==> config.mk <==
export PLATFORM = sky130hd
export DESIGN_NAME = fetch_decode_top
export DESIGN_NICKNAME = d
export VERILOG_FILES = /design/src/fetch_pkg.sv /design/src/prefetcher.sv /design/src/prefetch_fifo.sv /design/src/instr_decoder.sv /design/src/fetch_decode_top.sv
export VERILOG_INCLUDE_DIRS = /design/src /design/src/src
export SDC_FILE = /design/constraint.sdc
export NUM_CORES = 1
export LEC_CHECK = 0
export ABC_AREA = 1
export ABC_CLOCK_PERIOD_IN_PS = 5400
export BUFFER_PORTS_ARGS = -buffer_cell sky130_fd_sc_hd__buf_4
export CORE_ASPECT_RATIO = 2
export CORE_UTILIZATION = 59
export DETAILED_ROUTE_END_ITERATION = 8
export PLACE_DENSITY = 0.8
export SLEW_MARGIN = 20
export SYNTH_ARGS = -nofsm -noshare
export SYNTH_HDL_FRONTEND = slang
export SYNTH_SLANG_ARGS = --single-unit
==> constraint.sdc <==
create_clock -name clk_i -period 5.4 [get_ports clk_i]
set_input_delay 1.08 -clock clk_i [delete_from_list [all_inputs] [get_ports clk_i]]
set_output_delay 1.08 -clock clk_i [all_outputs]
set_load 0.01 [all_outputs]
==> src/fetch_defines.svh <==
////////////////////////////////////////////////////////////////////////////
// Sizing shared by the fetch and decode front end
// FD_FIFO_DEPTH must be a power of two that matches FD_PTR_W
// FD_CNT_W must be wide enough to hold FD_FIFO_DEPTH itself
////////////////////////////////////////////////////////////////////////////

`ifndef FETCH_DEFINES_SVH
`define FETCH_DEFINES_SVH

// Data and address width of the core
`define FD_XLEN 32

// Prefetch FIFO entries
// Also caps the requests in flight on the instruction bus
`define FD_FIFO_DEPTH 4

// FIFO read and write pointer width
`define FD_PTR_W 2

// Counter width for FIFO occupancy and outstanding requests
// One bit more than the pointer so that a full FIFO is visible
`define FD_CNT_W 3

`endif

==> src/fetch_pkg.sv <==
////////////////////////////////////////////////////////////////////////////
// Types shared by the fetch and decode front end
// Only RV32 base encodings are known here and compressed forms are absent
////////////////////////////////////////////////////////////////////////////

`include "fetch_defines.svh"

package fetch_pkg;

  // RV32 major opcodes with the low bits 11 included
  typedef enum logic [6:0] {
    OP     = 7'b0110011,
    OP_IMM = 7'b0010011,
    LOAD   = 7'b0000011,
    STORE  = 7'b0100011,
    BRANCH = 7'b1100011,
    JAL    = 7'b1101111,
    JALR   = 7'b1100111,
    LUI    = 7'b0110111,
    AUIPC  = 7'b0010111,
    SYSTEM = 7'b1110011
  } opcode_e;

  // Instruction formats as the decoder reports them
  typedef enum logic [2:0] {
    FMT_R,
    FMT_I,
    FMT_S,
    FMT_B,
    FMT_U,
    FMT_J,
    FMT_ILL
  } instr_fmt_e;

  // Register-register layout
  // Also serves S and B, whose immediate sits in funct7 and rd
  typedef struct packed {
    logic [6:0] funct7;
    logic [4:0] rs2;
    logic [4:0] rs1;
    logic [2:0] funct3;
    logic [4:0] rd;
    logic [6:0] opcode;
  } r_view_t;

  // Immediate layout
  // Bits [31:12] here are also the U and J payload
  typedef struct packed {
    logic [11:0] imm12;
    logic [4:0]  rs1;
    logic [2:0]  funct3;
    logic [4:0]  rd;
    logic [6:0]  opcode;
  } i_view_t;

  // Two readings of one instruction word
  typedef union packed {
    r_view_t r_view;
    i_view_t i_view;
  } instr_u;

  // One fetched word as it travels through the FIFO
  typedef struct packed {
    logic [`FD_XLEN-1:0] pc;
    logic [`FD_XLEN-1:0] instr;
    logic                bus_err;
  } fetch_entry_t;

  // Decoded packet at the front end output
  typedef struct packed {
    logic [`FD_XLEN-1:0] pc;
    logic [`FD_XLEN-1:0] instr;
    instr_fmt_e          fmt;
    logic [4:0]          rd;
    logic [4:0]          rs1;
    logic [4:0]          rs2;
    logic [`FD_XLEN-1:0] imm;
    logic                illegal;
  } decoded_t;

endpackage

==> src/prefetcher.sv <==
////////////////////////////////////////////////////////////////////////////
// Instruction bus master with word-aligned requests and in-order responses
// Requests are gated so that every response finds room in the FIFO
// A jump drops all responses owed to earlier requests
////////////////////////////////////////////////////////////////////////////

`include "fetch_defines.svh"

module prefetcher (
  input  logic                    clk_i,
  input  logic                    arst_n_i,
  input  logic [`FD_XLEN-1:0]     boot_addr_i,
  input  logic                    jump_valid_i,
  input  logic [`FD_XLEN-1:0]     jump_target_i,
  // Instruction bus
  output logic                    instr_req_o,
  output logic [`FD_XLEN-1:0]     instr_addr_o,
  input  logic                    instr_gnt_i,
  input  logic                    instr_rvalid_i,
  input  logic [`FD_XLEN-1:0]     instr_rdata_i,
  input  logic                    instr_err_i,
  // FIFO side
  input  logic [`FD_CNT_W-1:0]    fifo_count_i,
  output logic                    push_o,
  output fetch_pkg::fetch_entry_t push_entry_o
);

  logic                 boot_done_q;
  logic [`FD_XLEN-1:0]  pc_q;
  logic                 jmp_pend_q;
  logic [`FD_XLEN-1:0]  jmp_tgt_q;
  logic [`FD_CNT_W-1:0] out_cnt_q;
  logic [`FD_CNT_W-1:0] out_cnt_d;
  logic [`FD_CNT_W-1:0] drop_cnt_q;
  logic [`FD_CNT_W:0]   credit_sum;
  logic                 grant;
  logic                 stall;
  logic                 drop_rsp;
  // Addresses of granted requests, oldest at the read pointer
  logic [`FD_XLEN-1:0]  aq_mem [`FD_FIFO_DEPTH];
  logic [`FD_PTR_W-1:0] aq_wr_ptr_q;
  logic [`FD_PTR_W-1:0] aq_rd_ptr_q;

  ////////////////////////////////////////////////////////////////////////////
  // Request side
  ////////////////////////////////////////////////////////////////////////////

  // Credit covers words in flight plus words already queued
  assign credit_sum = {1'b0, out_cnt_q} + {1'b0, fifo_count_i};

  // Sum cannot grow while a request waits, so req holds until granted
  assign instr_req_o  = boot_done_q && (credit_sum < `FD_FIFO_DEPTH);
  assign instr_addr_o = pc_q;

  assign grant = instr_req_o & instr_gnt_i;
  assign stall = instr_req_o & ~instr_gnt_i;

  // Fetch pc and redirect
  always_ff @(posedge clk_i or negedge arst_n_i) begin
    if (!arst_n_i) begin
      boot_done_q <= 1'b0;
      pc_q        <= '0;
      jmp_pend_q  <= 1'b0;
    end else if (!boot_done_q) begin
      // First cycle out of reset samples the boot address
      boot_done_q <= 1'b1;
      pc_q        <= boot_addr_i;
    end else if (grant && jmp_pend_q) begin
      // Stale request finally went out, now switch to the target
      pc_q       <= jump_valid_i ? jump_target_i : jmp_tgt_q;
      jmp_pend_q <= 1'b0;
    end else if (jump_valid_i && stall) begin
      // Held request must finish with its old address first
      jmp_pend_q <= 1'b1;
    end else if (jump_valid_i) begin
      pc_q <= jump_target_i;
    end else if (grant) begin
      pc_q <= pc_q + `FD_XLEN'(4);
    end
  end

  // Parked target while a stale request is still held on the bus
  always_ff @(posedge clk_i) begin
    if (jump_valid_i) begin
      jmp_tgt_q <= jump_target_i;
    end
  end

  ////////////////////////////////////////////////////////////////////////////
  // Response side
  ////////////////////////////////////////////////////////////////////////////

  assign out_cnt_d = out_cnt_q + `FD_CNT_W'(grant) - `FD_CNT_W'(instr_rvalid_i);
  assign drop_rsp  = instr_rvalid_i && (drop_cnt_q != '0);

  // Anything arriving in the jump cycle is pre-jump data
  assign push_o = instr_rvalid_i && (drop_cnt_q == '0) && !jump_valid_i;

  always_ff @(posedge clk_i or negedge arst_n_i) begin
    if (!arst_n_i) begin
      out_cnt_q  <= '0;
      drop_cnt_q <= '0;
    end else begin
      out_cnt_q <= out_cnt_d;
      if (jump_valid_i) begin
        // Every request still owed after this cycle is stale
        drop_cnt_q <= out_cnt_d;
      end else begin
        drop_cnt_q <= drop_cnt_q + `FD_CNT_W'(grant & jmp_pend_q) - `FD_CNT_W'(drop_rsp);
      end
    end
  end

  // Address queue pointers
  always_ff @(posedge clk_i or negedge arst_n_i) begin
    if (!arst_n_i) begin
      aq_wr_ptr_q <= '0;
      aq_rd_ptr_q <= '0;
    end else begin
      if (grant) begin
        aq_wr_ptr_q <= aq_wr_ptr_q + 1'b1;
      end
      if (instr_rvalid_i) begin
        aq_rd_ptr_q <= aq_rd_ptr_q + 1'b1;
      end
    end
  end

  always_ff @(posedge clk_i) begin
    if (grant) begin
      aq_mem[aq_wr_ptr_q] <= pc_q;
    end
  end

  // Tag each response with the address of its own request
  assign push_entry_o.pc      = aq_mem[aq_rd_ptr_q];
  assign push_entry_o.instr   = instr_rdata_i;
  assign push_entry_o.bus_err = instr_err_i;

endmodule

==> src/prefetch_fifo.sv <==
////////////////////////////////////////////////////////////////////////////
// Circular buffer of fetched words, one cycle from push to pop
// Writer must respect count_o since a push into a full FIFO is lost
////////////////////////////////////////////////////////////////////////////

`include "fetch_defines.svh"

module prefetch_fifo (
  input  logic                    clk_i,
  input  logic                    arst_n_i,
  input  logic                    flush_i,
  input  logic                    push_i,
  input  fetch_pkg::fetch_entry_t push_entry_i,
  input  logic                    pop_i,
  output logic                    head_valid_o,
  output fetch_pkg::fetch_entry_t head_o,
  output logic [`FD_CNT_W-1:0]    count_o
);

  fetch_pkg::fetch_entry_t mem [`FD_FIFO_DEPTH];
  logic [`FD_PTR_W-1:0]    wr_ptr_q;
  logic [`FD_PTR_W-1:0]    rd_ptr_q;
  logic [`FD_CNT_W-1:0]    count_q;
  logic                    do_push;
  logic                    do_pop;

  // Head disappears already in the flush cycle
  assign head_valid_o = (count_q != '0) && !flush_i;
  assign head_o       = mem[rd_ptr_q];
  assign count_o      = count_q;

  assign do_push = push_i && (count_q < `FD_FIFO_DEPTH);
  assign do_pop  = pop_i && head_valid_o;

  // Pointers and occupancy
  always_ff @(posedge clk_i or negedge arst_n_i) begin
    if (!arst_n_i) begin
      wr_ptr_q <= '0;
      rd_ptr_q <= '0;
      count_q  <= '0;
    end else if (flush_i) begin
      wr_ptr_q <= '0;
      rd_ptr_q <= '0;
      count_q  <= '0;
    end else begin
      if (do_push) begin
        wr_ptr_q <= wr_ptr_q + 1'b1;
      end
      if (do_pop) begin
        rd_ptr_q <= rd_ptr_q + 1'b1;
      end
      count_q <= count_q + `FD_CNT_W'(do_push) - `FD_CNT_W'(do_pop);
    end
  end

  // Storage
  always_ff @(posedge clk_i) begin
    if (do_push && !flush_i) begin
      mem[wr_ptr_q] <= push_entry_i;
    end
  end

endmodule

==> src/instr_decoder.sv <==
////////////////////////////////////////////////////////////////////////////
// RV32 base decoder with a registered valid/ready output
// Fields a format does not have are reported as zero
// Illegal words report FMT_ILL with zero registers and immediate
////////////////////////////////////////////////////////////////////////////

`include "fetch_defines.svh"

module instr_decoder (
  input  logic                    clk_i,
  input  logic                    arst_n_i,
  input  logic                    flush_i,
  input  logic                    head_valid_i,
  input  fetch_pkg::fetch_entry_t head_i,
  output logic                    pop_o,
  output logic                    dec_valid_o,
  output fetch_pkg::decoded_t     dec_o,
  input  logic                    dec_ready_i
);

  fetch_pkg::instr_u   instr;
  fetch_pkg::decoded_t dec_d;
  fetch_pkg::decoded_t dec_q;
  logic                dec_valid_q;
  logic                load;
  // Bits [31:12] of the word, the U and J payload
  logic [19:0]         upper;

  assign instr = head_i.instr;
  assign upper = {instr.i_view.imm12, instr.i_view.rs1, instr.i_view.funct3};

  ////////////////////////////////////////////////////////////////////////////
  // Field decode
  ////////////////////////////////////////////////////////////////////////////

  always_comb begin
    dec_d         = '0;
    dec_d.pc      = head_i.pc;
    dec_d.instr   = head_i.instr;
    dec_d.rd      = instr.r_view.rd;
    dec_d.rs1     = instr.r_view.rs1;
    dec_d.rs2     = instr.r_view.rs2;
    dec_d.illegal = 1'b0;
    case (instr.r_view.opcode)
      fetch_pkg::OP: begin
        dec_d.fmt = fetch_pkg::FMT_R;
      end
      fetch_pkg::OP_IMM, fetch_pkg::LOAD, fetch_pkg::JALR, fetch_pkg::SYSTEM: begin
        dec_d.fmt = fetch_pkg::FMT_I;
        dec_d.rs2 = '0;
        dec_d.imm = {{20{instr.i_view.imm12[11]}}, instr.i_view.imm12};
      end
      fetch_pkg::STORE: begin
        // Immediate split over funct7 and rd
        dec_d.fmt = fetch_pkg::FMT_S;
        dec_d.rd  = '0;
        dec_d.imm = {{20{instr.r_view.funct7[6]}}, instr.r_view.funct7, instr.r_view.rd};
      end
      fetch_pkg::BRANCH: begin
        dec_d.fmt = fetch_pkg::FMT_B;
        dec_d.rd  = '0;
        dec_d.imm = {{19{instr.r_view.funct7[6]}}, instr.r_view.funct7[6],
                     instr.r_view.rd[0], instr.r_view.funct7[5:0],
                     instr.r_view.rd[4:1], 1'b0};
      end
      fetch_pkg::LUI, fetch_pkg::AUIPC: begin
        dec_d.fmt = fetch_pkg::FMT_U;
        dec_d.rs1 = '0;
        dec_d.rs2 = '0;
        dec_d.imm = {upper, 12'b0};
      end
      fetch_pkg::JAL: begin
        // Scrambled J layout, bit 0 always zero
        dec_d.fmt = fetch_pkg::FMT_J;
        dec_d.rs1 = '0;
        dec_d.rs2 = '0;
        dec_d.imm = {{11{upper[19]}}, upper[19], upper[7:0], upper[8], upper[18:9], 1'b0};
      end
      default: begin
        dec_d.illegal = 1'b1;
      end
    endcase
    // Compressed encodings and fetch errors are illegal too
    if (instr.r_view.opcode[1:0] != 2'b11 || head_i.bus_err) begin
      dec_d.illegal = 1'b1;
    end
    if (dec_d.illegal) begin
      dec_d.fmt = fetch_pkg::FMT_ILL;
      dec_d.rd  = '0;
      dec_d.rs1 = '0;
      dec_d.rs2 = '0;
      dec_d.imm = '0;
    end
  end

  ////////////////////////////////////////////////////////////////////////////
  // Output register
  ////////////////////////////////////////////////////////////////////////////

  // Take a new word when the register is empty or draining
  assign load  = head_valid_i && (!dec_valid_q || dec_ready_i);
  assign pop_o = load;

  always_ff @(posedge clk_i or negedge arst_n_i) begin
    if (!arst_n_i) begin
      dec_valid_q <= 1'b0;
    end else if (flush_i) begin
      dec_valid_q <= 1'b0;
    end else if (load) begin
      dec_valid_q <= 1'b1;
    end else if (dec_ready_i) begin
      dec_valid_q <= 1'b0;
    end
  end

  // Packet only changes on load, so it holds under a stall
  always_ff @(posedge clk_i) begin
    if (load) begin
      dec_q <= dec_d;
    end
  end

  assign dec_valid_o = dec_valid_q;
  assign dec_o       = dec_q;

endmodule

==> src/fetch_decode_top.sv <==
////////////////////////////////////////////////////////////////////////////
// Instruction front end of a small RV32 core
// Prefetcher, prefetch FIFO and decoder, with a jump that flushes all three
////////////////////////////////////////////////////////////////////////////

`include "fetch_defines.svh"

module fetch_decode_top (
  input  logic                clk_i,
  input  logic                arst_n_i,
  input  logic [`FD_XLEN-1:0] boot_addr_i,
  // Redirect
  input  logic                jump_valid_i,
  input  logic [`FD_XLEN-1:0] jump_target_i,
  // Instruction bus
  output logic                instr_req_o,
  output logic [`FD_XLEN-1:0] instr_addr_o,
  input  logic                instr_gnt_i,
  input  logic                instr_rvalid_i,
  input  logic [`FD_XLEN-1:0] instr_rdata_i,
  input  logic                instr_err_i,
  // Decoded output
  output logic                dec_valid_o,
  output fetch_pkg::decoded_t dec_o,
  input  logic                dec_ready_i
);

  // Prefetcher to FIFO
  logic                    push;
  fetch_pkg::fetch_entry_t push_entry;
  logic [`FD_CNT_W-1:0]    fifo_count;

  // FIFO to decoder
  logic                    head_valid;
  fetch_pkg::fetch_entry_t head;
  logic                    pop;

  ////////////////////////////////////////////////////////////////////////////
  // Fetch
  ////////////////////////////////////////////////////////////////////////////

  prefetcher prefetcher_inst (
    .clk_i          ( clk_i          ),
    .arst_n_i       ( arst_n_i       ),
    .boot_addr_i    ( boot_addr_i    ),
    .jump_valid_i   ( jump_valid_i   ),
    .jump_target_i  ( jump_target_i  ),
    .instr_req_o    ( instr_req_o    ),
    .instr_addr_o   ( instr_addr_o   ),
    .instr_gnt_i    ( instr_gnt_i    ),
    .instr_rvalid_i ( instr_rvalid_i ),
    .instr_rdata_i  ( instr_rdata_i  ),
    .instr_err_i    ( instr_err_i    ),
    .fifo_count_i   ( fifo_count     ),
    .push_o         ( push           ),
    .push_entry_o   ( push_entry     )
  );

  // Jump empties the FIFO in its own cycle
  prefetch_fifo prefetch_fifo_inst (
    .clk_i        ( clk_i        ),
    .arst_n_i     ( arst_n_i     ),
    .flush_i      ( jump_valid_i ),
    .push_i       ( push         ),
    .push_entry_i ( push_entry   ),
    .pop_i        ( pop          ),
    .head_valid_o ( head_valid   ),
    .head_o       ( head         ),
    .count_o      ( fifo_count   )
  );

  ////////////////////////////////////////////////////////////////////////////
  // Decode
  ////////////////////////////////////////////////////////////////////////////

  instr_decoder instr_decoder_inst (
    .clk_i        ( clk_i        ),
    .arst_n_i     ( arst_n_i     ),
    .flush_i      ( jump_valid_i ),
    .head_valid_i ( head_valid   ),
    .head_i       ( head         ),
    .pop_o        ( pop          ),
    .dec_valid_o  ( dec_valid_o  ),
    .dec_o        ( dec_o        ),
    .dec_ready_i  ( dec_ready_i  )
  );

endmodule

* Yosys cells after proc, flatten, opt, wreduce, memory -nomap -nowiden
Memory sizes are Yosys's and may differ from the RTL's. Cells that the tools add are included.
Storage, ports and cells: bits in registers 199, bits in latches 0, memory bits (writable) 388, ROM bits 0, output and inout port bits 149, logic and storage cells 108, memories 2
Memories:
- prefetch_fifo_inst.mem | depth 4, bits a word 65, read ports 1, clocked after memory_dff 0, write ports 1, RTL line prefetch_fifo.sv:20 | fetch_pkg::fetch_entry_t mem [`FD_FIFO_DEPTH];
- prefetcher_inst.aq_mem | depth 4, bits a word 32, read ports 1, clocked after memory_dff 0, write ports 1, RTL line prefetcher.sv:40 | logic [`FD_XLEN-1:0] aq_mem [`FD_FIFO_DEPTH];
Cells by class: add/sub/neg operators 12, multiply operators 0, div/mod/pow operators 0, order comparisons 2, equal/unequal tests 13, shift-type cells 0, mux-type cells 25, bitwise logic cells 4, reduce and logical (&&, ||, !) cells 30
Operators with widths (count):
- $mux W32 | 6
- $pmux W32 S5 | 1
- $add A32 B3 Y32 const B | 1
- $eq A7 B7 Y1 const B | 4
- $eq A7 B6 Y1 const B | 3
- $pmux W3 S5 | 1
- $eq A7 B5 Y1 const B | 2
- $logic_and A1 B1 Y1 | 11
- $mux W1 | 11
- $reduce_or A10 Y1 | 1
- $reduce_bool A3 Y1 | 3
- $sub A3 B1 Y3 | 3
- $add A2 B1 Y2 const B | 4
- $mux W2 | 4
- $reduce_or A4 Y1 | 2
- $reduce_or A8 Y1 | 1
- $eq A7 B2 Y1 const B | 1
- $add A3 B1 Y3 | 2
- $mux W3 | 2
- $reduce_bool A2 Y1 | 3
- $add A3 B3 Y4 | 1
- $lt A4 B3 Y1 const B | 1
- $ne A4 B4 Y1 const B | 1
- $reduce_and A2 Y1 | 2
- other kinds (11) | 15

* Depth between registers and ports, before layout
Gate-level depths: netlist of the first run.
depth after elaboration 9, mapped depth 16

* Modules after synthesis
From an unflattened synthesis of the first run, not the netlist that was laid out.
Unflattened totals: cells, all modules 2092, area, all modules 24678.7 um2
By module, submodules not included:
- prefetch_fifo | times used 1, cells each 685, area each 10533.9 um2, sequential area each 7982.7 um2
- prefetcher | times used 1, cells each 1067, area each 9606.7 um2, sequential area each 5585.4 um2
- instr_decoder | times used 1, cells each 340, area each 4538.1 um2, sequential area each 3478.3 um2

* Least setup slack after synthesis of the first run
No wires, ideal clock.
path kind input-to-reg, start point input port jump_valid_i, end point register prefetch_fifo_inst.count_q[2], in the netlist prefetch_fifo_inst.count_o[2], setup time 124 ps, arrival 5133 ps, data required time 5276 ps, slack 143 ps, cell stages on the path 11, path buffers 1, cells stage by stage clkbuf_1 -> inv_2 -> nand3_1 -> inv_1 -> ha_1 -> inv_1 -> ha_1 -> inv_1 -> fa_1 -> o21ai_0 -> a21oi_1
Between the ends: cells in the longest elaborated chain, start to end 6, elaborated cells on any way between the ends 9, classes of those cells add/sub (2); mux (1); reduce/logical (6)
Ends and longest elaborated chain:
- start: declaration | RTL line fetch_decode_top.sv:13 | input logic jump_valid_i,
- $logic_not A1 Y1 | RTL line prefetch_fifo.sv:28 | assign head_valid_o = (count_q != '0) && !flush_i;
- $logic_and A1 B1 Y1 | RTL line prefetch_fifo.sv:28
- $logic_and A1 B1 Y1 | RTL line instr_decoder.sv:101 | assign load = head_valid_i && (!dec_valid_q || dec_ready_i);
- net instr_decoder_inst.pop_o | RTL line instr_decoder.sv:15 | output logic pop_o,
- $logic_and A1 B1 Y1 | RTL line prefetch_fifo.sv:33 | assign do_pop = pop_i && head_valid_o;
- $sub A3 B1 Y3 | RTL line prefetch_fifo.sv:52 | count_q <= count_q + `FD_CNT_W'(do_push) - `FD_CNT_W'(do_pop);
- $mux W3 | RTL line prefetch_fifo.sv:41 | end else if (flush_i) begin
- end signal: assignment | RTL line prefetch_fifo.sv:52
- end: declaration | RTL line prefetch_fifo.sv:23 | logic [`FD_CNT_W-1:0] count_q;
The timed path passes the listed nets, and every way through them passes these cells. A chain may end at the register's enable or synchronous reset.

==> flow_summary.yaml, run 1 <==
timing:
  report.final.hold_viol_count: 0
  period_needed_ps: 3619
  normalized_max_slew_margin_pct: 30.64
  fin_setup_tns_ps: 0
  rsz0062_at_grt: "no"
  max_clock_freq_mhz: 276.3
  maxSlewViolCount: 0
  final.setup_skew_ps: 26.59
  worst_case_setup_margin_in_the_final_layout_ps: 1781
  setup_violations: 0
  transition_time_at_the_pin_with_the_least_slew_margin_ps: 1039
  finalCritPeriodShare_pct: 67.02
power_and_ir_drop:
  clkPwrFrac_pct: 25.1
  internal_power_mw: 9.359
  total_leakage_power_nw: 10.89
  power_frac_seq_pct: 45.7
  power.ir.vdd_worst_v: 0.0002998
  p_per_area_nw_per_um2: 505.8
  swShare_pct: 34.32
  netSwitchingPower_mw: 4.891
  power.combinational.fraction_pct: 29.1
synth:
  synth_cells: 2137
  yosys.cell_types.count: 42
  synth_edf_count: 503
  per_instance_average_area_after_synthesis_um2: 11.35
  synth-warning-count: 0
  synth.net_count: 2260
  netlist_area_um2: 24250
  synth-async-reset-ratio_pct: 8.859
  yosys_register_bits: 587
  synth-seq-area-share_pct: 70.28
  ys.flop_type: "sky130_fd_sc_hd__edfxtp_1"
final_layout:
  post_layout_nonfiller_instances: 2931
  post-route-util_pct: 69.84
  layout.cell_area.non_filler_um2: 28170
  multi_input_comb_area_um2: 6295
  final_nets: 2482
  filler_cell_count: 2846
  seq_area_um2: 17050
  layout-drive-gt1-share_pct: 16.63
  synthToLayoutAreaGrowth_pct: 16.15
placed_design:
  placedInstanceArea_um2: 26550
  gp_routability_congestion: 0.9969
  placedCellCount: 2838
  dp_hpwl_mm: 38.44
  dp_worst_setup_slack_ps: 1940
  io_buffer_count: 251
cts:
  clkLatencyLatePin_ps: 590
  cts.hold.buffers_added: 0
  path_clk_slew_ps: 70
  htree_num_levels: 2
  cts_root_buffer: "sky130_fd_sc_hd__clkbuf_16"
  cts_tree: "yes"
  cts_buffers: 49
  cts-root-to-sink-buffers: 3
  clkSinkCount: 587
  post-cts-setup-buffers: 0
  post_cts_resized: 0
floorplan:
  floorplan.die_area_um2: 41970
  die_y_um: 288.7
  die_width_um: 145.4
  pin_count: 252
  design.core.area_um2: 40340
  placementRows: 104
  initial_core_util_pct: 60.13
global_route:
  global_route.usage.total_pct: 27.50
  grt_max_degree: 118
  grt_antenna_before_repair: 1
  global_route_total_overflow: 0
  vias_in_the_first_global_route: 16910
  global_route_wire_length_before_repair_mm: 89.11
detailed_routing:
  vias_per_cell: 5.739
  drt_first_pass_iters: 5
  postRouteAntennaNets: 0
  dr_total_vias: 16820
  drc: 0
  dr.first_iter.drc_count: 1402
  drt-total-wl_mm: 57.39
  detail_route.wl_per_cell_um: 19.58
critical_path:
  worst_r2r_startpoint: "prefetch_fifo_inst.rd_ptr_q[0]"
  worstReg2RegEnd: "instr_decoder_inst.dec_o[2]"
  crit_path_max_fanout: 69
  setup.worst_path.start_class: "register"
  timing.critical_path.to_type: "register"
  arrival_ps: 4070
  worstSetupPathType: "register to register"
  capture_point_of_the_critical_path: "instr_decoder_inst.dec_o[2]"
  startpoint: "prefetch_fifo_inst.rd_ptr_q[0]"
  regToRegSetupSlack_ps: 1780
  worst_ep_required_ps: 5850
  r2r.worst_path.cells: 8
status:
  outcome: "finished clean"
run:
  max_cap_violations: 0
min_path:
  worstHoldPathType: "register to register"
-- per-stage QoR --
step	power, mW	hold WS, ps
6_report	14.25	440.1
5_1_grt	14.92	454.6
3_3_place_gp	10.50	418.6
4_1_cts	14.28	441.0
2_1_floorplan	9.096	409.7
3_5_place_dp	10.72	422.8
-- power by group through the flow --
stage                     Clock, mW  Sequential (mW)  Combinational, mW
final                          3.58             6.52               4.15
after global routing           3.79             6.58               4.55
after CTS                      3.62             6.52               4.14
after detailed placement          0             6.61               4.11
after global placement            0             6.58               3.92
after floorplan                   0             6.65               2.45
-- synthesized netlist by cell type (3+ instances only) --
master                       n  area share [%]
sky130_fd_sc_hd__a21oi_1    40            0.83
sky130_fd_sc_hd__a32oi_1    15            0.54
sky130_fd_sc_hd__a32oi_2     6            0.40
sky130_fd_sc_hd__buf_1       3           0.046
sky130_fd_sc_hd__buf_2      21            0.43
sky130_fd_sc_hd__buf_4      10            0.31
sky130_fd_sc_hd__buf_6      13            0.60
sky130_fd_sc_hd__clkbuf_1   59            0.91
sky130_fd_sc_hd__dfrtp_1    52             5.4
sky130_fd_sc_hd__dfxtp_1    32             2.6
sky130_fd_sc_hd__edfxtp_1  503              62
sky130_fd_sc_hd__fa_1        3            0.25
sky130_fd_sc_hd__ha_1       17            0.88
sky130_fd_sc_hd__inv_1      95             1.5
sky130_fd_sc_hd__inv_2       6           0.093
sky130_fd_sc_hd__nand2_1   489             7.6
sky130_fd_sc_hd__nand2_2    10            0.26
sky130_fd_sc_hd__nand3_1    99             2.0
sky130_fd_sc_hd__nand3b_1    7            0.22
sky130_fd_sc_hd__nand4_1     6            0.15
sky130_fd_sc_hd__nor2_1    333             5.2
sky130_fd_sc_hd__nor2_4      3            0.14
sky130_fd_sc_hd__nor3_1     20            0.41
sky130_fd_sc_hd__nor3_2      5            0.21
sky130_fd_sc_hd__o21a_1      7            0.22
sky130_fd_sc_hd__o21ai_0   178             3.7
sky130_fd_sc_hd__o21ai_1     5            0.10
sky130_fd_sc_hd__o22ai_1    68             1.8
sky130_fd_sc_hd__xnor2_1     5            0.18
sky130_fd_sc_hd__xor2_1     11            0.40
-- cells in the final DEF, fill, tap and decap left out, types with 3 or more instances in the layout --
master / n
sky130_fd_sc_hd__a21oi_1: 40
sky130_fd_sc_hd__a32oi_1: 15
sky130_fd_sc_hd__a32oi_2: 6
sky130_fd_sc_hd__buf_12: 5
sky130_fd_sc_hd__buf_4: 273
sky130_fd_sc_hd__bufinv_16: 6
sky130_fd_sc_hd__clkbuf_1: 9
sky130_fd_sc_hd__clkbuf_16: 49
sky130_fd_sc_hd__clkinv_1: 10
sky130_fd_sc_hd__clkinv_2: 9
sky130_fd_sc_hd__clkinvlp_4: 3
sky130_fd_sc_hd__dfrtp_1: 51
sky130_fd_sc_hd__dfxtp_1: 32
sky130_fd_sc_hd__edfxtp_1: 503
sky130_fd_sc_hd__fa_1: 3
sky130_fd_sc_hd__ha_1: 17
sky130_fd_sc_hd__inv_1: 94
sky130_fd_sc_hd__inv_2: 6
sky130_fd_sc_hd__nand2_1: 489
sky130_fd_sc_hd__nand2_2: 10
sky130_fd_sc_hd__nand3_1: 99
sky130_fd_sc_hd__nand3b_1: 7
sky130_fd_sc_hd__nand4_1: 6
sky130_fd_sc_hd__nor2_1: 325
sky130_fd_sc_hd__nor2_2: 4
sky130_fd_sc_hd__nor2_4: 7
sky130_fd_sc_hd__nor3_1: 20
sky130_fd_sc_hd__nor3_2: 5
sky130_fd_sc_hd__o21a_1: 7
sky130_fd_sc_hd__o21ai_0: 178
sky130_fd_sc_hd__o21ai_1: 5
sky130_fd_sc_hd__o22ai_1: 68
sky130_fd_sc_hd__xnor2_1: 5
sky130_fd_sc_hd__xor2_1: 11
-- metal layers --
metal	up-vias	GRT usage (%)	share of wire (%)
met1	8050	29.29	34
met4	0	16.29	5.6
li1	7840	-	-
met2	776	52.08	55
met3	156	3.175	5.7
met5	-	0	0
-- how the worst min path moves through the flow --
stage | startpoint | to | slack, ps | depth (start not counted)
after floorplan | prefetcher_inst.jmp_tgt_q[11] | prefetcher_inst.jmp_tgt_q[11] | 410 | 2
after global placement | prefetcher_inst.jmp_tgt_q[20] | prefetcher_inst.jmp_tgt_q[20] | 420 | 2
after detailed placement | prefetcher_inst.jmp_tgt_q[13] | prefetcher_inst.jmp_tgt_q[13] | 420 | 2
after CTS | prefetcher_inst.jmp_tgt_q[14] | prefetcher_inst.jmp_tgt_q[14] | 440 | 2
after global routing | prefetcher_inst.jmp_tgt_q[13] | prefetcher_inst.jmp_tgt_q[13] | 450 | 2
final | prefetcher_inst.jmp_tgt_q[20] | prefetcher_inst.jmp_tgt_q[20] | 440 | 2
-- final cells by class --
type,instances,area share (%)
antenna,1,0.008883
clock inverter,34,1.279
sequential,587,60.52
multi-input combinational,1340,22.34
clock buffer,58,4.472
inverter,103,1.390
timing repair buffer,278,7.630
tap,530,2.354
-- worst max-delay path, stage by stage (launching register included) --
cell and delay (ps):
sky130_fd_sc_hd__dfrtp_4 730, sky130_fd_sc_hd__inv_4 570, sky130_fd_sc_hd__buf_4 660, sky130_fd_sc_hd__nand2_1 130
sky130_fd_sc_hd__a32oi_1 640, sky130_fd_sc_hd__nand3_1 280, sky130_fd_sc_hd__o21ai_0 180, sky130_fd_sc_hd__a21oi_1 100
sky130_fd_sc_hd__nor2_1 110
-- sequential cells by signal, indices dropped and copies added (netlist names) --
| signal | flops |
|---|---|
| prefetch_fifo_inst.mem | 260 |
| prefetcher_inst.jmp_pend_q | 1 |
| prefetcher_inst.aq_wr_ptr_q | 2 |
| prefetcher_inst.boot_done_q | 1 |
| prefetcher_inst.jmp_tgt_q | 32 |
| prefetcher_inst.drop_cnt_q | 3 |
| prefetcher_inst.aq_rd_ptr_q | 2 |
| instr_decoder_inst.dec_o | 115 |
| prefetch_fifo_inst.count_o | 3 |
| prefetch_fifo_inst.rd_ptr_q | 2 |
| prefetcher_inst.aq_mem | 128 |
| instr_decoder_inst.dec_valid_o | 1 |
| prefetcher_inst.instr_addr_o | 32 |
| prefetch_fifo_inst.wr_ptr_q | 2 |
| prefetcher_inst.out_cnt_q | 3 |
-- kinds of logic (layout without fill, tap and decap cells) --
logic type,after synthesis,in the layout,share of synthesized area [%]
fa+ha+maj,20,20,1.125
compound gates,327,327,7.784
simple gates,976,976,16.29
buf+inv,210,473,3.931
other cells,1,2,0.01546
flops,587,587,70.28
xor+xnor,16,16,0.5777
No activity file was read; power rests on OpenSTA's default activity.
==> run 2: changes to the inputs <==
--- a/config.mk
+++ b/config.mk
@@ -6,13 +6,13 @@
 export SDC_FILE = /design/constraint.sdc
 export NUM_CORES = 1
 export LEC_CHECK = 0
-export ABC_AREA = 1
-export ABC_CLOCK_PERIOD_IN_PS = 5400
+export ABC_AREA = 0
+export ABC_CLOCK_PERIOD_IN_PS = 3500
 export BUFFER_PORTS_ARGS = -buffer_cell sky130_fd_sc_hd__buf_4
 export CORE_ASPECT_RATIO = 2
-export CORE_UTILIZATION = 59
+export CORE_UTILIZATION = 58
 export DETAILED_ROUTE_END_ITERATION = 8
-export PLACE_DENSITY = 0.8
+export PLACE_DENSITY = 0.79
 export SLEW_MARGIN = 20
 export SYNTH_ARGS = -nofsm -noshare
 export SYNTH_HDL_FRONTEND = slang
==> constraint.sdc (replaced) <==
create_clock -name clk_i -period 3.5 [get_ports clk_i]
set_input_delay 0.7 -clock clk_i [delete_from_list [all_inputs] [get_ports clk_i]]
set_output_delay 0.7 -clock clk_i [all_outputs]
set_load 0.01 [all_outputs]
==> run 2 against run 1 <==
Compared with the run above: total power up 41%; clock skew up 2.8 ps; non-clock buffer count up 20; sequential share of layout area up 2.3 points; critical path depth down 2; utilization up 0.18 points; register-to-register slack worse by 1400 ps; final cell count down 27%; clock power up 47%; die area down 3.9%; largest cell class unchanged.
==> flow_summary.yaml, run 2 <==
floorplan:
  initial_core_util_pct: 59.04
  die_width_um: 142.5
  placementRows: 102
  pin_count: 252
  floorplan.die_area_um2: 40340
  design.core.area_um2: 38800
  die_y_um: 283.0
timing:
  fin_setup_tns_ps: 0
  final.setup_skew_ps: 29.35
  report.final.hold_viol_count: 0
  worst_case_setup_margin_in_the_final_layout_ps: 348.6
  rsz0062_at_grt: "no"
  transition_time_at_the_pin_with_the_least_slew_margin_ps: 933.4
  normalized_max_slew_margin_pct: 37.77
  finalCritPeriodShare_pct: 90.04
  setup_violations: 0
  period_needed_ps: 3151
  max_clock_freq_mhz: 317.3
  maxSlewViolCount: 0
final_layout:
  filler_cell_count: 2567
  num_antenna_cells: 0
  post_layout_nonfiller_instances: 2154
  final_nets: 1718
  synthToLayoutAreaGrowth_pct: 18.60
  largest_register_ff_count: 260
  multi_input_comb_area_um2: 5371
  max_flop_register: "prefetch_fifo_inst.mem"
  layout-drive-gt1-share_pct: 31.27
  seq_area_um2: 17060
  final_cell_mix: "503 x sky130_fd_sc_hd__edfxtp_1, 290 x sky130_fd_sc_hd__buf_4, 101 x sky130_fd_sc_hd__nand2_1, 97 x sky130_fd_sc_hd__mux4_2, 57 x sky130_fd_sc_hd__inv_1"
  final_common_cell: "sky130_fd_sc_hd__edfxtp_1"
placed_design:
  placedCellCount: 2066
  io_buffer_count: 251
  dp_worst_setup_slack_ps: 389.5
  gp_routability_congestion: 0.8975
  dp_hpwl_mm: 32.33
cts:
  post-cts-setup-buffers: 0
  cts.hold.buffers_added: 0
  cts_root_buffer: "sky130_fd_sc_hd__clkbuf_16"
  cts-root-to-sink-buffers: 3
  htree_num_levels: 2
  clkLatencyLatePin_ps: 570
  cts_buffers: 47
  post_cts_resized: 0
  cts_tree: "yes"
  path_clk_slew_ps: 70
  clkSinkCount: 587
synth:
  synth.top_cell.area_share_pct: 65.95
  synthDominantAreaCellType: "sky130_fd_sc_hd__edfxtp_1"
  yosys.cell_types.count: 78
  synth.net_count: 1435
  synth-warning-count: 0
  synth_cells: 1312
  post_synth_main_area_contributors: "sky130_fd_sc_hd__edfxtp_1 66%, sky130_fd_sc_hd__mux4_2 9.5%, sky130_fd_sc_hd__dfrtp_1 5.7%, sky130_fd_sc_hd__dfxtp_1 2.8%, sky130_fd_sc_hd__nand2_1 1.7%"
  per_instance_average_area_after_synthesis_um2: 17.46
  synthTopCellsByCount: "503 x sky130_fd_sc_hd__edfxtp_1, 101 x sky130_fd_sc_hd__nand2_1, 97 x sky130_fd_sc_hd__mux4_2"
  yosys_register_bits: 587
  netlist_area_um2: 22900
  synth-async-reset-ratio_pct: 8.859
  ys.flop_type: "sky130_fd_sc_hd__edfxtp_1"
  synth_edf_count: 503
  synth.most_common_cell: "sky130_fd_sc_hd__edfxtp_1"
  synth-seq-area-share_pct: 74.42
detailed_routing:
  drt-total-wl_mm: 47.05
  postRouteAntennaNets: 0
  drt_first_pass_iters: 5
  dr.first_iter.drc_count: 686
  dr_total_vias: 12470
  drc: 0
  vias_per_cell: 5.787
  detail_route.wl_per_cell_um: 21.84
global_route:
  global_route_total_overflow: 0
  vias_in_the_first_global_route: 13270
  grt_antenna_before_repair: 0
  global_route_wire_length_before_repair_mm: 73.47
  global_route.usage.total_pct: 24.39
  grt_max_degree: 116
power_and_ir_drop:
  p_per_area_nw_per_um2: 741.6
  power.ir.vdd_worst_v: 0.0004583
  total_leakage_power_nw: 9.557
  power_mw: 20.15
status:
  outcome: "finished clean"
critical_path:
  worstSetupPathType: "register to register"
  r2r.worst_path.cells: 6
  worst_ep_required_ps: 3910
  timing.critical_path.to_type: "register"
  setup.worst_path.start_class: "register"
  crit_path_max_fanout: 17
  arrival_ps: 3560
min_path:
  worstHoldPathType: "primary input to async pin"
run:
  max_cap_violations: 0
[run 2: critical path, cell delays in order (launching register included)]
cell,delay [ps]
sky130_fd_sc_hd__dfrtp_4,630
sky130_fd_sc_hd__mux4_2,690
sky130_fd_sc_hd__nand4b_1,420
sky130_fd_sc_hd__nor3_1,620
sky130_fd_sc_hd__or2_1,360
sky130_fd_sc_hd__nand2_1,100
sky130_fd_sc_hd__a21oi_1,180
[run 2: per-stage QoR]
stage	cell area [µm²]	hold WS (ps)	util (%)
final	27160	186.1	70.02
after global routing	27160	237.0	70.02
after CTS	27160	194.1	70.02
after detailed placement	25630	439.9	66.07
after global placement	25630	429.6	66.07
after floorplan	22910	404.4	-
[run 2: final timing paths]
kind	from	end	slack, ps
worst min-delay path	arst_n_i	prefetcher_inst.instr_addr_o[25]	190
worst min register to register	prefetcher_inst.jmp_tgt_q[27]	prefetcher_inst.jmp_tgt_q[27]	450
max in group asynchronous	arst_n_i	prefetch_fifo_inst.rd_ptr_q[0]	2780
min in group clk_i	instr_rdata_i[15]	prefetch_fifo_inst.mem[0][16]	320
worst max-delay path	prefetch_fifo_inst.rd_ptr_q[0]	instr_decoder_inst.dec_o[14]	350
worst max register to register	prefetch_fifo_inst.rd_ptr_q[0]	instr_decoder_inst.dec_o[14]	350
[run 2: final cells by class]
class,instances,area share (%)
flip-flops and latches,587,62.78
multi-input cells,603,19.77
repair buffers,298,8.604
clock buffers,62,4.652
well taps,520,2.395
clock inverters,26,0.9903
inverters,58,0.8014
[run 2: where the power goes]
group | switching [mW] | internal (mW) | total (mW)
combinational | 2.62 | 2.24 | 4.85
sequential | 0.879 | 9.15 | 10.0
clock | 2.34 | 2.93 | 5.27
total | 5.83 | 14.3 | 20.1
[run 2: routing by layer]
layer,routed length (µm),vias to the layer above,track usage (%)
met4,2197,0,11.99
li1,-,5663,-
met3,2534,96,3.414
met1,15840,6225,25.82
met2,26470,481,46.21
met5,0,-,0
[run 2: kinds of logic after synthesis]
logic type      Yosys count  share of synthesized area, %
compound gates          185                         5.397
xor+xnor                 27                         1.032
fa+ha+maj                20                         1.191
buf+inv                 122                         2.240
flops                   587                         74.42
mux                     107                         10.02
other cells               1                       0.01637
simple gates            263                         5.676
==> run 3: changes to the inputs <==
--- a/config.mk
+++ b/config.mk
@@ -8,9 +8,10 @@
 export LEC_CHECK = 0
 export ABC_AREA = 0
 export ABC_CLOCK_PERIOD_IN_PS = 3500
-export BUFFER_PORTS_ARGS = -buffer_cell sky130_fd_sc_hd__buf_4
+export BUFFER_PORTS_ARGS = -buffer_cell sky130_fd_sc_hd__buf_2
 export CORE_ASPECT_RATIO = 2
 export CORE_UTILIZATION = 58
+export CTS_BUF_LIST = sky130_fd_sc_hd__clkbuf_16
 export DETAILED_ROUTE_END_ITERATION = 8
 export PLACE_DENSITY = 0.79
 export SLEW_MARGIN = 20
==> run 3 against run 2 <==
Compared with the run above: clock power fell by 3%; critical path type unchanged; maximum frequency is 4.6% higher; combinational power down 6.2%; final area down 2.8%; final cell count fell by 0.37%; global-route usage fell by 0.21 points; via count rose by 0.50%; setup slack gained 140 ps; clock skew decreased by 13 ps; total power decreased by 2.4%.
==> flow_summary.yaml, run 3 (synthesis gave the netlist of run 2 again) <==
status:
  outcome: "finished clean"
detailed_routing:
  postRouteAntennaNets: 0
  dr_total_vias: 12530
  detail_route.wl_per_cell_um: 21.82
  dr.first_iter.drc_count: 687
  drc: 0
  vias_per_cell: 5.837
  drt_first_pass_iters: 5
  drt-total-wl_mm: 46.82
floorplan:
  die_y_um: 283.0
  floorplan.die_area_um2: 40340
  placementRows: 102
  design.core.area_um2: 38800
  pin_count: 252
  initial_core_util_pct: 59.04
  die_width_um: 142.5
placed_design:
  gp_routability_congestion: 0.8967
  io_buffer_count: 251
  dp_hpwl_mm: 31.11
  placedInstanceArea_um2: 24920
  placedCellCount: 2058
  dp_worst_setup_slack_ps: 494.8
timing:
  final.setup_skew_ps: 16.38
  worst_case_setup_margin_in_the_final_layout_ps: 486.6
  normalized_max_slew_margin_pct: 38.52
  period_needed_ps: 3013
  rsz0062_at_grt: "no"
  maxSlewViolCount: 0
  transition_time_at_the_pin_with_the_least_slew_margin_ps: 918.8
  report.final.hold_viol_count: 0
  max_clock_freq_mhz: 331.9
  setup_violations: 0
  finalCritPeriodShare_pct: 86.10
  fin_setup_tns_ps: 0
critical_path:
  worstSetupPathType: "register to register"
  worst_ep_required_ps: 3900
  slowest_delay_ps: 680
  timing.critical_path.to_type: "register"
  setup.worst_path.start_class: "register"
  arrival_ps: 3420
  crit_slowest_cell: "sky130_fd_sc_hd__mux4_2"
  crit_chain: "mux4_2 -> nor2b_1 -> or4b_4 -> nand3_4 -> nand2_1 -> a21oi_1"
  crit_path_max_fanout: 14
  regToRegSetupSlack_ps: 490
power_and_ir_drop:
  total_leakage_power_nw: 9.333
  internal_power_mw: 13.81
  p_per_area_nw_per_um2: 744.5
  clkPwrFrac_pct: 25.9
  power_mw: 19.66
  power.ir.vdd_worst_v: 0.0005100
  netSwitchingPower_mw: 5.854
  swShare_pct: 29.77
  power_frac_seq_pct: 51.0
  power.combinational.fraction_pct: 23.1
final_layout:
  layout.cell_area.non_filler_um2: 26410
  synthToLayoutAreaGrowth_pct: 15.31
  largest_register_ff_count: 260
  num_antenna_cells: 0
  final_common_cell: "sky130_fd_sc_hd__edfxtp_1"
  final_cell_mix: "503 x sky130_fd_sc_hd__edfxtp_1, 251 x sky130_fd_sc_hd__buf_2, 101 x sky130_fd_sc_hd__nand2_1, 97 x sky130_fd_sc_hd__mux4_2, 67 x sky130_fd_sc_hd__inv_1"
  max_flop_register: "prefetch_fifo_inst.mem"
  post_layout_nonfiller_instances: 2146
  layout-drive-gt1-share_pct: 31.37
  final_nets: 1710
cts:
  cts_buffers: 47
  clkSinkCount: 587
  post-cts-setup-buffers: 0
  post_cts_resized: 0
  path_clk_slew_ps: 70
  htree_num_levels: 2
  cts-root-to-sink-buffers: 3
  clkLatencyLatePin_ps: 570
  cts_tree: "yes"
  cts_root_buffer: "sky130_fd_sc_hd__clkbuf_16"
  cts.hold.buffers_added: 0
global_route:
  global_route_total_overflow: 0
  grt_max_degree: 116
  vias_in_the_first_global_route: 13190
  global_route_wire_length_before_repair_mm: 72.66
  global_route.usage.total_pct: 24.18
  grt_antenna_before_repair: 0
run:
  max_cap_violations: 0
min_path:
  worstHoldPathType: "primary input to async pin"
[run 3: cell count changes in the layout (fill, tap and decap cells not counted), moves of 4 or more]
| cell | previous run | this run |
|---|---|---|
| sky130_fd_sc_hd__buf_4 | 290 | 33 |
| sky130_fd_sc_hd__inv_1 | 57 | 67 |
| sky130_fd_sc_hd__clkbuf_1 | 13 | 0 |
| sky130_fd_sc_hd__clkinv_2 | 6 | 15 |
| sky130_fd_sc_hd__buf_2 | 0 | 251 |
| sky130_fd_sc_hd__clkinv_1 | 8 | 4 |
[run 3: worst paths after layout]
kind	from	to	cells past startpoint
min reg2reg	prefetcher_inst.jmp_tgt_q[24]	prefetcher_inst.jmp_tgt_q[24]	2
max	prefetch_fifo_inst.rd_ptr_q[0]	instr_decoder_inst.dec_o[21]	6
min	arst_n_i	prefetcher_inst.instr_addr_o[0]	1
max in group asynchronous	arst_n_i	prefetcher_inst.aq_rd_ptr_q[0]	2
max reg2reg	prefetch_fifo_inst.rd_ptr_q[0]	instr_decoder_inst.dec_o[21]	6
min in group clk_i	jump_target_i[16]	prefetcher_inst.jmp_tgt_q[16]	3
[run 3: power by group through the flow]
stage / logic [mW] / registers (mW) / clock network (mW)
floorplan: 2.80 / 10.1 / 0
global placement: 4.43 / 10.1 / 0
detailed placement: 4.57 / 10.2 / 0
CTS: 4.60 / 10.0 / 5.19
global route: 4.96 / 10.1 / 5.41
finish: 4.55 / 10.0 / 5.09
[run 3: per-stage QoR]
| step | hold WS [ps] | utilization (%) |
|---|---|---|
| after floorplan | 404.4 | - |
| after global placement | 431.3 | 64.23 |
| after detailed placement | 443.7 | 64.23 |
| after CTS | 116.0 | 68.07 |
| after global routing | 148.4 | 68.07 |
| final | 125.0 | 68.07 |
[run 3: area by class of cell]
class	count	area [µm²]
clock inverter	40	290.3
sequential	587	17060
multi-input combinational	603	5371
clock buffer	48	1201
fill	2635	12390
timing repair buffer	290	1624
inverter	58	217.7
tap	520	650.6
[run 3: layer usage]
metal  vias to the layer above  GRT usage, %  part of all wire, %
met1                      6274         25.61                   34
met2                       479         45.40                   56
met3                       122         3.245                  4.7
li1                       5652             -                    -
met4                         0         12.96                  5.1
met5                         -             0                    0
[run 3: critical path, delay by kind of cell (launching register included)]
kind	cells	cell delay [ps]
muxes	1	680
AOI/OAI and AO/OA	1	300
and+or+nand+nor	4	1280
DFF	1	590
